==> src/source/sdmacBusPkg.sv <==
`default_nettype none

package sdmacBusPkg;

    // 32-bit bus address
    typedef logic [31:0] addrT;

    // One longword on the data bus
    typedef logic [31:0] longT;

    // Cycles counted inside one bus tenure
    typedef logic [2:0] burstCountT;

    // Bus cycle states of the CPU side
    typedef enum logic [2:0] {
        busIdle,
        busRequest,
        busOwned,
        busAddrPhase,
        busDataPhase,
        busTermWait,
        busRecover,
        busRelease
    } busStateT;

    // Most longwords moved before the bus is given back
    localparam int burstLimit = 4;

    // Address step of one longword cycle
    localparam addrT addrStep = 32'd4;

endpackage

`default_nettype wire

==> src/source/sdmacFifoPkg.sv <==
`default_nettype none

package sdmacFifoPkg;

    // Entries in the longword FIFO
    localparam int fifoDepth = 8;

    // Read and write pointers wrap on their own at depth 8
    typedef logic [2:0] fifoPtrT;

    // Fill level from 0 up to 8
    typedef logic [3:0] fifoCountT;

    // One device word
    typedef logic [15:0] halfT;

endpackage

`default_nettype wire

==> src/source/cpuBusSm.sv <==
`timescale 1ns/1ps
`default_nettype none

module cpuBusSm
    import sdmacBusPkg::*;
(
    input  wire        BBCLK,
    input  wire        CCRESET_,
    input  wire        dmaEna,
    input  wire        dmaDir,
    input  wire addrT  startAddr,
    input  wire        flushFifo,
    input  wire        busGrant,
    input  wire        dsAck,
    input  wire        sTerm,
    input  wire longT  dataIn,
    input  wire longT  fifoRdData,
    input  wire        empty,
    input  wire        full,
    input  wire        partialValid,
    output logic       busReq,
    output logic       bgAck,
    output addrT       addr,
    output longT       dataOut,
    output logic       rw,
    output logic       addrStrobe,
    output logic       dataStrobe,
    output logic       fifoPop,
    output logic       fifoPush,
    output longT       fifoWrData,
    output logic       padReq,
    output logic       stopFlush
);

    busStateT   state;
    busStateT   nextState;
    burstCountT beatCount;
    addrT       addrReg;
    longT       writeData;
    longT       readData;
    logic       flushDone;
    logic       acked;
    logic       hasWork;
    logic       flushActive;
    logic       loadAddr;

    // Either termination ends the data phase
    assign acked = dsAck || sTerm;

    // Flush only makes sense toward memory
    assign flushActive = flushFifo && !dmaDir;

    // Write side drains while enabled or flushing
    // Read side fills while enabled and room is left
    assign hasWork = dmaDir ? (dmaEna && !full) : (!empty && (dmaEna || flushActive));

    // Start address only taken while parked and disabled
    assign loadAddr = !dmaEna && !flushFifo && (state == busIdle);

    always_comb begin
        nextState = state;
        unique case (state)
            busIdle: begin
                if (hasWork) begin
                    nextState = busRequest;
                end
            end
            // Hold the request until the arbiter answers
            busRequest: begin
                if (busGrant) begin
                    nextState = busOwned;
                end
            end
            busOwned: begin
                nextState = hasWork ? busAddrPhase : busRelease;
            end
            busAddrPhase: begin
                nextState = busDataPhase;
            end
            // Wait states until dsAck or sTerm
            busDataPhase: begin
                if (acked) begin
                    nextState = busTermWait;
                end
            end
            busTermWait: begin
                nextState = busRecover;
            end
            // Another cycle only if work is left and the burst is not used up
            busRecover: begin
                if (hasWork && (beatCount < burstCountT'(burstLimit))) begin
                    nextState = busAddrPhase;
                end else begin
                    nextState = busRelease;
                end
            end
            busRelease: begin
                nextState = busIdle;
            end
            default: begin
                nextState = busIdle;
            end
        endcase
    end

    always_ff @(posedge BBCLK or negedge CCRESET_) begin
        if (!CCRESET_) begin
            state     <= busIdle;
            beatCount <= '0;
            addrReg   <= '0;
            flushDone <= 1'b0;
        end else begin
            state <= nextState;
            // Fresh burst count per tenure
            if (state == busOwned) begin
                beatCount <= '0;
            end else if ((state == busDataPhase) && acked) begin
                beatCount <= beatCount + 1'b1;
            end
            if (loadAddr) begin
                addrReg <= startAddr;
            end else if ((state == busDataPhase) && acked) begin
                addrReg <= addrReg + addrStep;
            end
            // One stop pulse per flush request
            if (!flushFifo) begin
                flushDone <= 1'b0;
            end else if (stopFlush) begin
                flushDone <= 1'b1;
            end
        end
    end

    always_ff @(posedge BBCLK) begin
        // Head of FIFO latched as the cycle opens
        if (nextState == busAddrPhase) begin
            writeData <= fifoRdData;
        end
        // Read data taken on the terminating edge
        if ((state == busDataPhase) && acked) begin
            readData <= dataIn;
        end
    end

    // Bus ownership decoded from the state
    assign busReq     = (state == busRequest);
    assign bgAck      = state inside {busOwned, busAddrPhase, busDataPhase,
                                      busTermWait, busRecover};
    assign addrStrobe = state inside {busAddrPhase, busDataPhase};
    assign dataStrobe = (state == busDataPhase);

    assign addr    = addrReg;
    assign dataOut = writeData;
    // Idle bus direction parks as read
    assign rw      = bgAck ? dmaDir : 1'b1;

    // FIFO moves one cycle after the acknowledge
    assign fifoPop    = (state == busTermWait) && !dmaDir;
    assign fifoPush   = (state == busTermWait) && dmaDir;
    assign fifoWrData = readData;

    // Pad the waiting half once every full longword is out
    assign padReq    = flushActive && (state == busIdle) && empty && partialValid;
    assign stopFlush = flushActive && !flushDone && (state == busIdle) && empty
                       && !partialValid;

    // Strobes need a grant that was already held the cycle before
    strobeInTenure: assert property (@(posedge BBCLK) disable iff (!CCRESET_)
        (addrStrobe || dataStrobe) |-> (bgAck && $past(bgAck)));

    // Write data pops only from a filled FIFO
    popNotEmpty: assert property (@(posedge BBCLK) disable iff (!CCRESET_)
        fifoPop |-> !empty);

endmodule

`default_nettype wire

==> src/source/dmaFifo.sv <==
`timescale 1ns/1ps
`default_nettype none

module dmaFifo
    import sdmacBusPkg::*;
    import sdmacFifoPkg::*;
(
    input  wire        BBCLK,
    input  wire        CCRESET_,
    input  wire        push,
    input  wire longT  wrData,
    input  wire        pop,
    output longT       rdData,
    output logic       full,
    output logic       empty,
    output fifoCountT  count
);

    longT      mem [fifoDepth];
    fifoPtrT   wrPtr;
    fifoPtrT   rdPtr;
    fifoCountT nextCount;

    // Level after this edge
    always_comb begin
        nextCount = count;
        case ({push, pop})
            2'b10: nextCount = count + 1'b1;
            2'b01: nextCount = count - 1'b1;
            default: nextCount = count;
        endcase
    end

    always_ff @(posedge BBCLK or negedge CCRESET_) begin
        if (!CCRESET_) begin
            wrPtr <= '0;
            rdPtr <= '0;
            count <= '0;
            full  <= 1'b0;
            empty <= 1'b1;
        end else begin
            if (push) begin
                wrPtr <= wrPtr + 1'b1;
            end
            if (pop) begin
                rdPtr <= rdPtr + 1'b1;
            end
            count <= nextCount;
            // Flags registered from the next level
            full  <= (nextCount == fifoCountT'(fifoDepth));
            empty <= (nextCount == '0);
        end
    end

    // Storage
    always_ff @(posedge BBCLK) begin
        if (push) begin
            mem[wrPtr] <= wrData;
        end
    end

    // Head entry shows ahead of the pop
    assign rdData = mem[rdPtr];

    // Writers hold off on full
    noPushFull: assert property (@(posedge BBCLK) disable iff (!CCRESET_)
        push |-> !full);

    // Readers hold off on empty
    noPopEmpty: assert property (@(posedge BBCLK) disable iff (!CCRESET_)
        pop |-> !empty);

endmodule

`default_nettype wire

==> src/source/scsiWordPort.sv <==
`timescale 1ns/1ps
`default_nettype none

module scsiWordPort
    import sdmacBusPkg::*;
    import sdmacFifoPkg::*;
(
    input  wire        BBCLK,
    input  wire        CCRESET_,
    input  wire        dmaEna,
    input  wire        dmaDir,
    input  wire        dreq,
    input  wire halfT  scsiDataIn,
    input  wire        full,
    input  wire        empty,
    input  wire longT  fifoRdData,
    input  wire        padReq,
    output logic       dack,
    output halfT       scsiDataOut,
    output logic       fifoPush,
    output logic       fifoPop,
    output longT       fifoWrData,
    output logic       partialValid
);

    // High half stored toward memory
    // High half already handed out toward the device
    logic halfPending;
    // Blocks back-to-back dack
    logic dackGap;
    halfT highHalf;
    logic takeWord;
    logic giveWord;
    logic padNow;

    // Zero-padded push of a lone high half
    assign padNow = !dmaDir && padReq && halfPending && !full;

    // Second word of a pair needs FIFO room
    // Padding has the write port to itself
    assign takeWord = dmaEna && !dmaDir && dreq && !dackGap && !padReq
                      && (!halfPending || !full);

    // Device reads straight off the FIFO head
    assign giveWord = dmaEna && dmaDir && dreq && !dackGap && !empty;

    assign dack = takeWord || giveWord;

    // Longword goes in with the low half or the pad
    assign fifoPush   = (takeWord && halfPending) || padNow;
    assign fifoWrData = {highHalf, (padNow ? halfT'(0) : scsiDataIn)};

    // Entry retires with its low half
    assign fifoPop     = giveWord && halfPending;
    assign scsiDataOut = halfPending ? fifoRdData[15:0] : fifoRdData[31:16];

    // Only a write-side half counts as waiting data
    assign partialValid = halfPending && !dmaDir;

    always_ff @(posedge BBCLK or negedge CCRESET_) begin
        if (!CCRESET_) begin
            halfPending <= 1'b0;
            dackGap     <= 1'b0;
        end else begin
            dackGap <= dack;
            if (padNow) begin
                halfPending <= 1'b0;
            end else if (dack) begin
                halfPending <= !halfPending;
            end else if (dmaDir && !dmaEna) begin
                // Half-read longword dropped when reads stop
                halfPending <= 1'b0;
            end
        end
    end

    // First word of each pair
    always_ff @(posedge BBCLK) begin
        if (takeWord && !halfPending) begin
            highHalf <= scsiDataIn;
        end
    end

endmodule

`default_nettype wire

==> src/source/sdmacCore.sv <==
`timescale 1ns/1ps
`default_nettype none

module sdmacCore
    import sdmacBusPkg::*;
    import sdmacFifoPkg::*;
(
    input  wire        BBCLK,
    input  wire        CCRESET_,
    // Transfer control
    input  wire        dmaEna,
    input  wire        dmaDir,
    input  wire addrT  startAddr,
    input  wire        flushFifo,
    output logic       stopFlush,
    // CPU bus
    output logic       busReq,
    input  wire        busGrant,
    output logic       bgAck,
    output addrT       addr,
    output longT       dataOut,
    input  wire longT  dataIn,
    output logic       rw,
    output logic       addrStrobe,
    output logic       dataStrobe,
    input  wire        dsAck,
    input  wire        sTerm,
    // Device side
    input  wire        dreq,
    output logic       dack,
    input  wire halfT  scsiDataIn,
    output halfT       scsiDataOut
);

    // Shared FIFO ports
    logic fifoPush;
    logic fifoPop;
    longT fifoWrData;
    longT fifoRdData;
    logic full;
    logic empty;

    // Bus side requests
    logic busPush;
    logic busPop;
    longT busWrData;

    // Device side requests
    logic portPush;
    logic portPop;
    longT portWrData;

    logic partialValid;
    logic padReq;

    // Read direction fills from the bus and write direction from the device
    assign fifoPush   = dmaDir ? busPush : portPush;
    assign fifoPop    = dmaDir ? portPop : busPop;
    assign fifoWrData = dmaDir ? busWrData : portWrData;

    cpuBusSm busSm (
        .BBCLK        (BBCLK),
        .CCRESET_     (CCRESET_),
        .dmaEna       (dmaEna),
        .dmaDir       (dmaDir),
        .startAddr    (startAddr),
        .flushFifo    (flushFifo),
        .busGrant     (busGrant),
        .dsAck        (dsAck),
        .sTerm        (sTerm),
        .dataIn       (dataIn),
        .fifoRdData   (fifoRdData),
        .empty        (empty),
        .full         (full),
        .partialValid (partialValid),
        .busReq       (busReq),
        .bgAck        (bgAck),
        .addr         (addr),
        .dataOut      (dataOut),
        .rw           (rw),
        .addrStrobe   (addrStrobe),
        .dataStrobe   (dataStrobe),
        .fifoPop      (busPop),
        .fifoPush     (busPush),
        .fifoWrData   (busWrData),
        .padReq       (padReq),
        .stopFlush    (stopFlush)
    );

    // Longword FIFO between the bus and the device port
    dmaFifo fifo (
        .BBCLK    (BBCLK),
        .CCRESET_ (CCRESET_),
        .push     (fifoPush),
        .wrData   (fifoWrData),
        .pop      (fifoPop),
        .rdData   (fifoRdData),
        .full     (full),
        .empty    (empty),
        .count    ()
    );

    scsiWordPort wordPort (
        .BBCLK        (BBCLK),
        .CCRESET_     (CCRESET_),
        .dmaEna       (dmaEna),
        .dmaDir       (dmaDir),
        .dreq         (dreq),
        .scsiDataIn   (scsiDataIn),
        .full         (full),
        .empty        (empty),
        .fifoRdData   (fifoRdData),
        .padReq       (padReq),
        .dack         (dack),
        .scsiDataOut  (scsiDataOut),
        .fifoPush     (portPush),
        .fifoPop      (portPop),
        .fifoWrData   (portWrData),
        .partialValid (partialValid)
    );

endmodule

`default_nettype wire

==> config.mk <==
export PLATFORM = sky130hd
export DESIGN_NAME = sdmacCore
export DESIGN_NICKNAME = d
export VERILOG_FILES = /design/src/source/sdmacBusPkg.sv /design/src/source/sdmacFifoPkg.sv /design/src/source/cpuBusSm.sv /design/src/source/dmaFifo.sv /design/src/source/scsiWordPort.sv /design/src/source/sdmacCore.sv
export SDC_FILE = /design/constraint.sdc
export NUM_CORES = 1
export LEC_CHECK = 0
export ABC_AREA = 1
export CAP_MARGIN = 10
export CORE_ASPECT_RATIO = 0.5
export CORE_UTILIZATION = 65
export CTS_CLUSTER_DIAMETER = 120
export DETAILED_ROUTE_END_ITERATION = 7
export DONT_BUFFER_PORTS = 1
export PLACE_DENSITY = 0.81
export SKIP_LAST_GASP = 1
export SYNTH_ARGS = -nofsm -noshare
export SYNTH_HDL_FRONTEND = slang
export SYNTH_HIERARCHICAL = 1
export SYNTH_SLANG_ARGS = --single-unit
export TNS_END_PERCENT = 30
==> constraint.sdc <==
create_clock -name BBCLK -period 11.6 [get_ports BBCLK]
set_input_delay 2.32 -clock BBCLK [delete_from_list [all_inputs] [get_ports BBCLK]]
set_output_delay 2.32 -clock BBCLK [all_outputs]
set_load 0.01 [all_outputs]
# Word level (Yosys, flattened, before mapping)
# Memories as Yosys holds them, arrays and structs flattened.
# Cells that the tools add are included.
# totals
reg_bits	133
ram_bits	256
output_inout_bits	87
elab_cells	114
mem_count	1
# memory_table
memory	words	width	rd	rd_clocked_by_memory_dff	wr	line	source
fifo.mem	8	32	1	0	1	dmaFifo.sv:19	longT mem [fifoDepth];
# classes
n_addsub	6
order_cmp	1
eq_ne	12
mux	25
reduce_logical	55
# ops
op	count
32-bit 2-to-1 mux	3
1-bit logical AND	33
32-bit by 3-bit adder with 32-bit output (second input constant)	1
16-bit 2-to-1 mux	2
3-bit one-hot mux with 8 select lines	1
3-bit 2-to-1 mux	7
3-bit equality test (second input constant)	4
1-bit 2-to-1 mux	11
1-bit logical NOT	10
3-bit by 1-bit adder with 3-bit output (second input constant)	3
3-bit by 2-bit equality test with 1-bit output (second input constant)	3
4-bit one-hot mux with 2 select lines	1
2-bit nonzero test	3
1-bit logical OR	5
5-bit nonzero test	1
4-bit by 1-bit adder with 4-bit output (second input constant)	1
4-bit equality test (second input constant)	1
4-bit logical NOT	1
4-bit by 1-bit subtractor with 4-bit output (second input constant)	1
3-bit by 1-bit equality test with 1-bit output (second input constant)	1
3-bit logical NOT	1
3-bit less-than comparator (second input constant)	1
3-bit nonzero test	1
2-bit by 1-bit equality test with 1-bit output (second input constant)	1
other kinds (2)	2

# Longest topological paths before layout
# logic_depth
word_depth	14
depth_mapped	23
ltp_nobuf	22

# Cells and area by module
# The synthesis kept the hierarchy.
# modules_own_cells
module	n_inst	cells_per_inst	area_each_um2	seq_area_each_um2
dmaFifo	1	841	10659.0	7988.9
cpuBusSm	1	527	4903.5	2897.8
scsiWordPort	1	131	1097.3	530.5
sdmacCore	1	110	494.2	0.0

# Worst setup path after synthesis
# Ideal clock, no wire load.
# synth_path
kind	input-to-reg
start	input dmaDir
end	memory fifo/mem[0][0] (netlist name), enable pin
t_arrival_ps	4913
path_slack_ps	6266
stages	12
cell_sequence	nor2_4 > inv_1 > nor2_1 > inv_1 > nor2_2 > nand2_4 > o21ai_0 > nand2_1 > nand2_1 > inv_1 > or2_2 > nor2_1
# synth_between
elab_chain_len	13
word_cells_on_any_way	21
cone_classes	mux (3); reduce/logical (18)
# synth_lines
item	line	source
from (decl)	sdmacCore.sv:12	input wire dmaDir,
1-bit logical NOT *	cpuBusSm.sv:51, scsiWordPort.sv:58	
1-bit logical AND	cpuBusSm.sv:51	assign flushActive = flushFifo && !dmaDir;
1-bit logical AND (2 in a row)	cpuBusSm.sv:163	assign padReq = flushActive && (state == busIdle) && empty && partialValid;
1-bit logical AND *	cpuBusSm.sv:163	
named net padReq	sdmacCore.sv:54	logic padReq;
1-bit logical NOT	scsiWordPort.sv:41	assign takeWord = dmaEna && !dmaDir && dreq && !dackGap && !padReq
1-bit logical AND	scsiWordPort.sv:41	
1-bit logical AND	scsiWordPort.sv:42	&& (!halfPending || !full);
1-bit logical AND	scsiWordPort.sv:50	assign fifoPush = (takeWord && halfPending) || padNow;
1-bit logical OR *	scsiWordPort.sv:50	
named net portPush	sdmacCore.sv:49	logic portPush;
1-bit 2-to-1 mux *	sdmacCore.sv:57	assign fifoPush = dmaDir ? busPush : portPush;
named net fifoPush	sdmacCore.sv:36	logic fifoPush;
1-bit 2-to-1 mux *	dmaFifo.sv:57	if (push) begin
1-bit 2-to-1 mux (implied by the code) *	dmaFifo.sv:58	mem[wrPtr] <= wrData;
to (decl)	dmaFifo.sv:19	
# Mark *: on every way through the listed nets, which the timed path passes. The rest lies on a longest branch.

# Final worst setup path
# layout_path
start	register fifo.rdPtr[0]
end	output scsiDataOut[2]
# layout_between
elab_chain_len	2
# layout_lines
item	line	source
from (decl)	dmaFifo.sv:21	fifoPtrT rdPtr;
from (signal assigned)	dmaFifo.sv:46	rdPtr <= rdPtr + 1'b1;
memory read 8 x 32 bit	-	
named net fifoRdData[18]	sdmacCore.sv:39	longT fifoRdData;
16-bit 2-to-1 mux	scsiWordPort.sv:55	assign scsiDataOut = halfPending ? fifoRdData[15:0] : fifoRdData[31:16];
to (decl)	sdmacCore.sv:32	output halfT scsiDataOut
# The timed path passes the listed nets, and every way through them passes these cells.

==> run metrics <==
CP max FO=80; drt pass-1 iters=6; worst-margin pin slew=1080 ps; Cells after Synth=1609; Syn-to-layout area delta=6.16%; Die H=117 um; DRT iter0 DRCs=1449; Power Density=237 nW/um^2; top area cells in the synthesized netlist=edfxtp_1 (59%), nand2_1 (9.0%), dfrtp_1 (7.6%), nor2_1 (5.5%), o21ai_0 (3.8%); RSZ-0062 raised after global routing=false; warnings from Yosys=6; initial antenna violation count=5; Final Critical Period=6050 ps; total chip power=4.32 mW; mux cell area share after synthesis=0.0584%; CP required=9280 ps; Worst setup EP type=output pin; clock skew=28.7 ps; area occupied by registers=11400 sq um; async set or reset register ratio after synthesis=13.6%; main combinational cell family by area after synthesis=simple AND/OR/NAND/NOR gates; Max Buffers Root-to-Sink=3; remaining global-route overflow=0; Post-CTS Hold Buffers=0; die area=27100 sq um; Synth Register Bits=389; Synth Area per Inst=10.7 sq um; adder-cell area share of the yosys netlist=0.511%; clock share of power=25.6%; wire per inst=21.9 um; total global-route track usage=32.3%; most numerous cell in the Yosys netlist=nand2_1; Initial Utilization=67.1%; CP arrival=3730 ps; Max H-tree Level=2; Post-CTS Setup Repair Bufs=0; area of the multi-input gates=4790 sq um; Clock Latency Late Sink=550 ps; Routed Wire Length=42900 um; Tcrit/Tclk final=52.2%; Seq/Total Area, Yosys=66.6%; FMAX=0.165 GHz; maxcap violations=0; core area=25500 sq um; post-cts repair resize count=0; synth cell count leaders=nand2_1 (412), edfxtp_1 (336), nor2_1 (253); cell area after synthesis=17200 sq um; DP Wirelength=26700 um; Boundary Pins=176; largest net degree at the start of global routing=94; simple-gate area share of the yosys netlist=18.9%; Slew Viols, Final=0; Gate power share=29.3%; clock slew at the register clock pins of the worst setup and hold paths=60 ps; Post-synth top flop=edfxtp_1; Compound-Gate Fraction of Synth Area=7.92%; crit path kind=reg2out; global-route wire length before repair=64200 um; switch share=38.3%; number of global-route vias before repair=11400; DRC Markers=0; Worst Setup Start Kind=flip-flop; Post-Synth XOR/XNOR Area=0.408%; Total Neg Setup Slack=0 ps; Via density=6.00; # fillers=1754; CTS tree=done; area leader, netlist=edfxtp_1; top cell type's share of synthesized area=58.8%; Synth cell types=47; status=finished clean; sequential share of power=45.2%; CTS Buf Count=34; CTS Root Cell=clkbuf_16; switching pwr=1.65 mW; static leakage=6.93 nW; syn nets=1705; post-route ant nets=0; layout cell share with drive strength beyond 1=8.50%; Sink Count=389; DR vias=11700; P_int=2.66 mW; gpl congestion=0.958; worst hold slack=492 ps; Final Hold Viols=0; Setup violations, final=0; Post-synth EDFFs=336; min-delay worst type=reg2reg; number of core rows=41; Peak VDD IR=135 uV; die width=232 um; Port Buf Inserts=0; Slew HR=28.1%; number of nets in the layout=1683
==> metrics by stage <==
stage                     util (%)  area [sq um]  setup WS [ps]  instances
after floorplan                  -         17200           6270       1609
after global placement        67.1         17100           6310       1895
after detailed placement      67.1         17100           6210       1895
after CTS                     71.3         18200           5590       1956
after global routing          71.3         18200           5340       1956
final                         71.3         18200           5550       1957
==> logic make-up (layout without fill, tap and decap cells) <==
kind of cell,after synthesis,after routing
AOI/OAI and AO/OA,254,254
xor gates and xnor gates,8,8
adders and majority gates,7,7
buffers and inverters,173,176
DFF,389,389
muxes,1,1
other,0,1
and+or+nand+nor,777,777
==> final timing paths <==
kind	start	end	slack, ps	cells after the start
max in group asynchronous	CCRESET_	fifo/empty	9930	0
worst min-delay path	busSm/beatCount[0]	busSm/beatCount[0]	490	1
worst max register to register	wordPort/halfPending	fifo/full	7300	21
min in group asynchronous	CCRESET_	busSm/addr[1]	1480	0
worst min register to register	busSm/beatCount[0]	busSm/beatCount[0]	490	1
worst max-delay path	fifo/rdPtr[0]	scsiDataOut[2]	5550	8
==> layer usage <==
metal	global-route usage, %	wire length (um)
met1	42.3	16400
met2	51.1	19400
met3	11.6	5930
met4	10.1	1040
met5	0	48
==> critical path, stage by stage, from the launching register on <==
cell     delay (ps)
dfrtp_4         670
inv_2           630
buf_4           740
nor2_1          120
o21ai_0         230
a21oi_1          60
a31oi_1         450
nand2_1         110
nand2_1         160
==> registers in the layout (all words and copies together), names as in the netlist, 3 cells and up <==
register	count
busSm/fifoWrData	32
busSm/dataOut	32
fifo/rdPtr	3
busSm/state	3
busSm/beatCount	3
busSm/addr	32
wordPort/highHalf	16
fifo/count	4
fifo/mem	256
fifo/wrPtr	3
==> layout make-up <==
| type | count | share of cell area (%) |
|---|---|---|
| sequential | 389 | 62.7 |
| multi-input combinational | 1047 | 26.3 |
| clock buffer | 40 | 5.02 |
| tap | 344 | 2.36 |
| inverter | 99 | 2.12 |
| clock inverter | 21 | 0.818 |
| timing repair buffer | 16 | 0.660 |
| antenna | 1 | 0.0137 |
==> layout by cell type (no fill, tap or decap), types with 5 or more instances in the layout <==
master	count
nand2_2	14
xor2_1	5
inv_2	9
or2_2	6
clkinv_1	8
edfxtp_1	336
nor2_1	245
nand4_1	5
dfrtp_1	51
nor2_2	12
clkinv_2	8
nor2_4	14
ha_1	7
o21ai_0	129
inv_1	87
buf_4	16
o21ai_1	31
nand2_4	6
nand2_1	412
a31oi_1	33
a21oi_1	43
clkbuf_16	35
nand3_1	50
==> power by group through the flow <==
| stage | sequential (mW) | clock [mW] | combinational, mW |
|---|---|---|---|
| global placement | 1.97 | 0 | 1.17 |
| global route | 1.97 | 1.17 | 1.40 |
| CTS | 1.95 | 1.11 | 1.24 |
| finish | 1.95 | 1.10 | 1.26 |
| detailed placement | 1.98 | 0 | 1.23 |
| floorplan | 1.88 | 0 | 1.01 |
No activity file was read; power rests on OpenSTA's default activity.
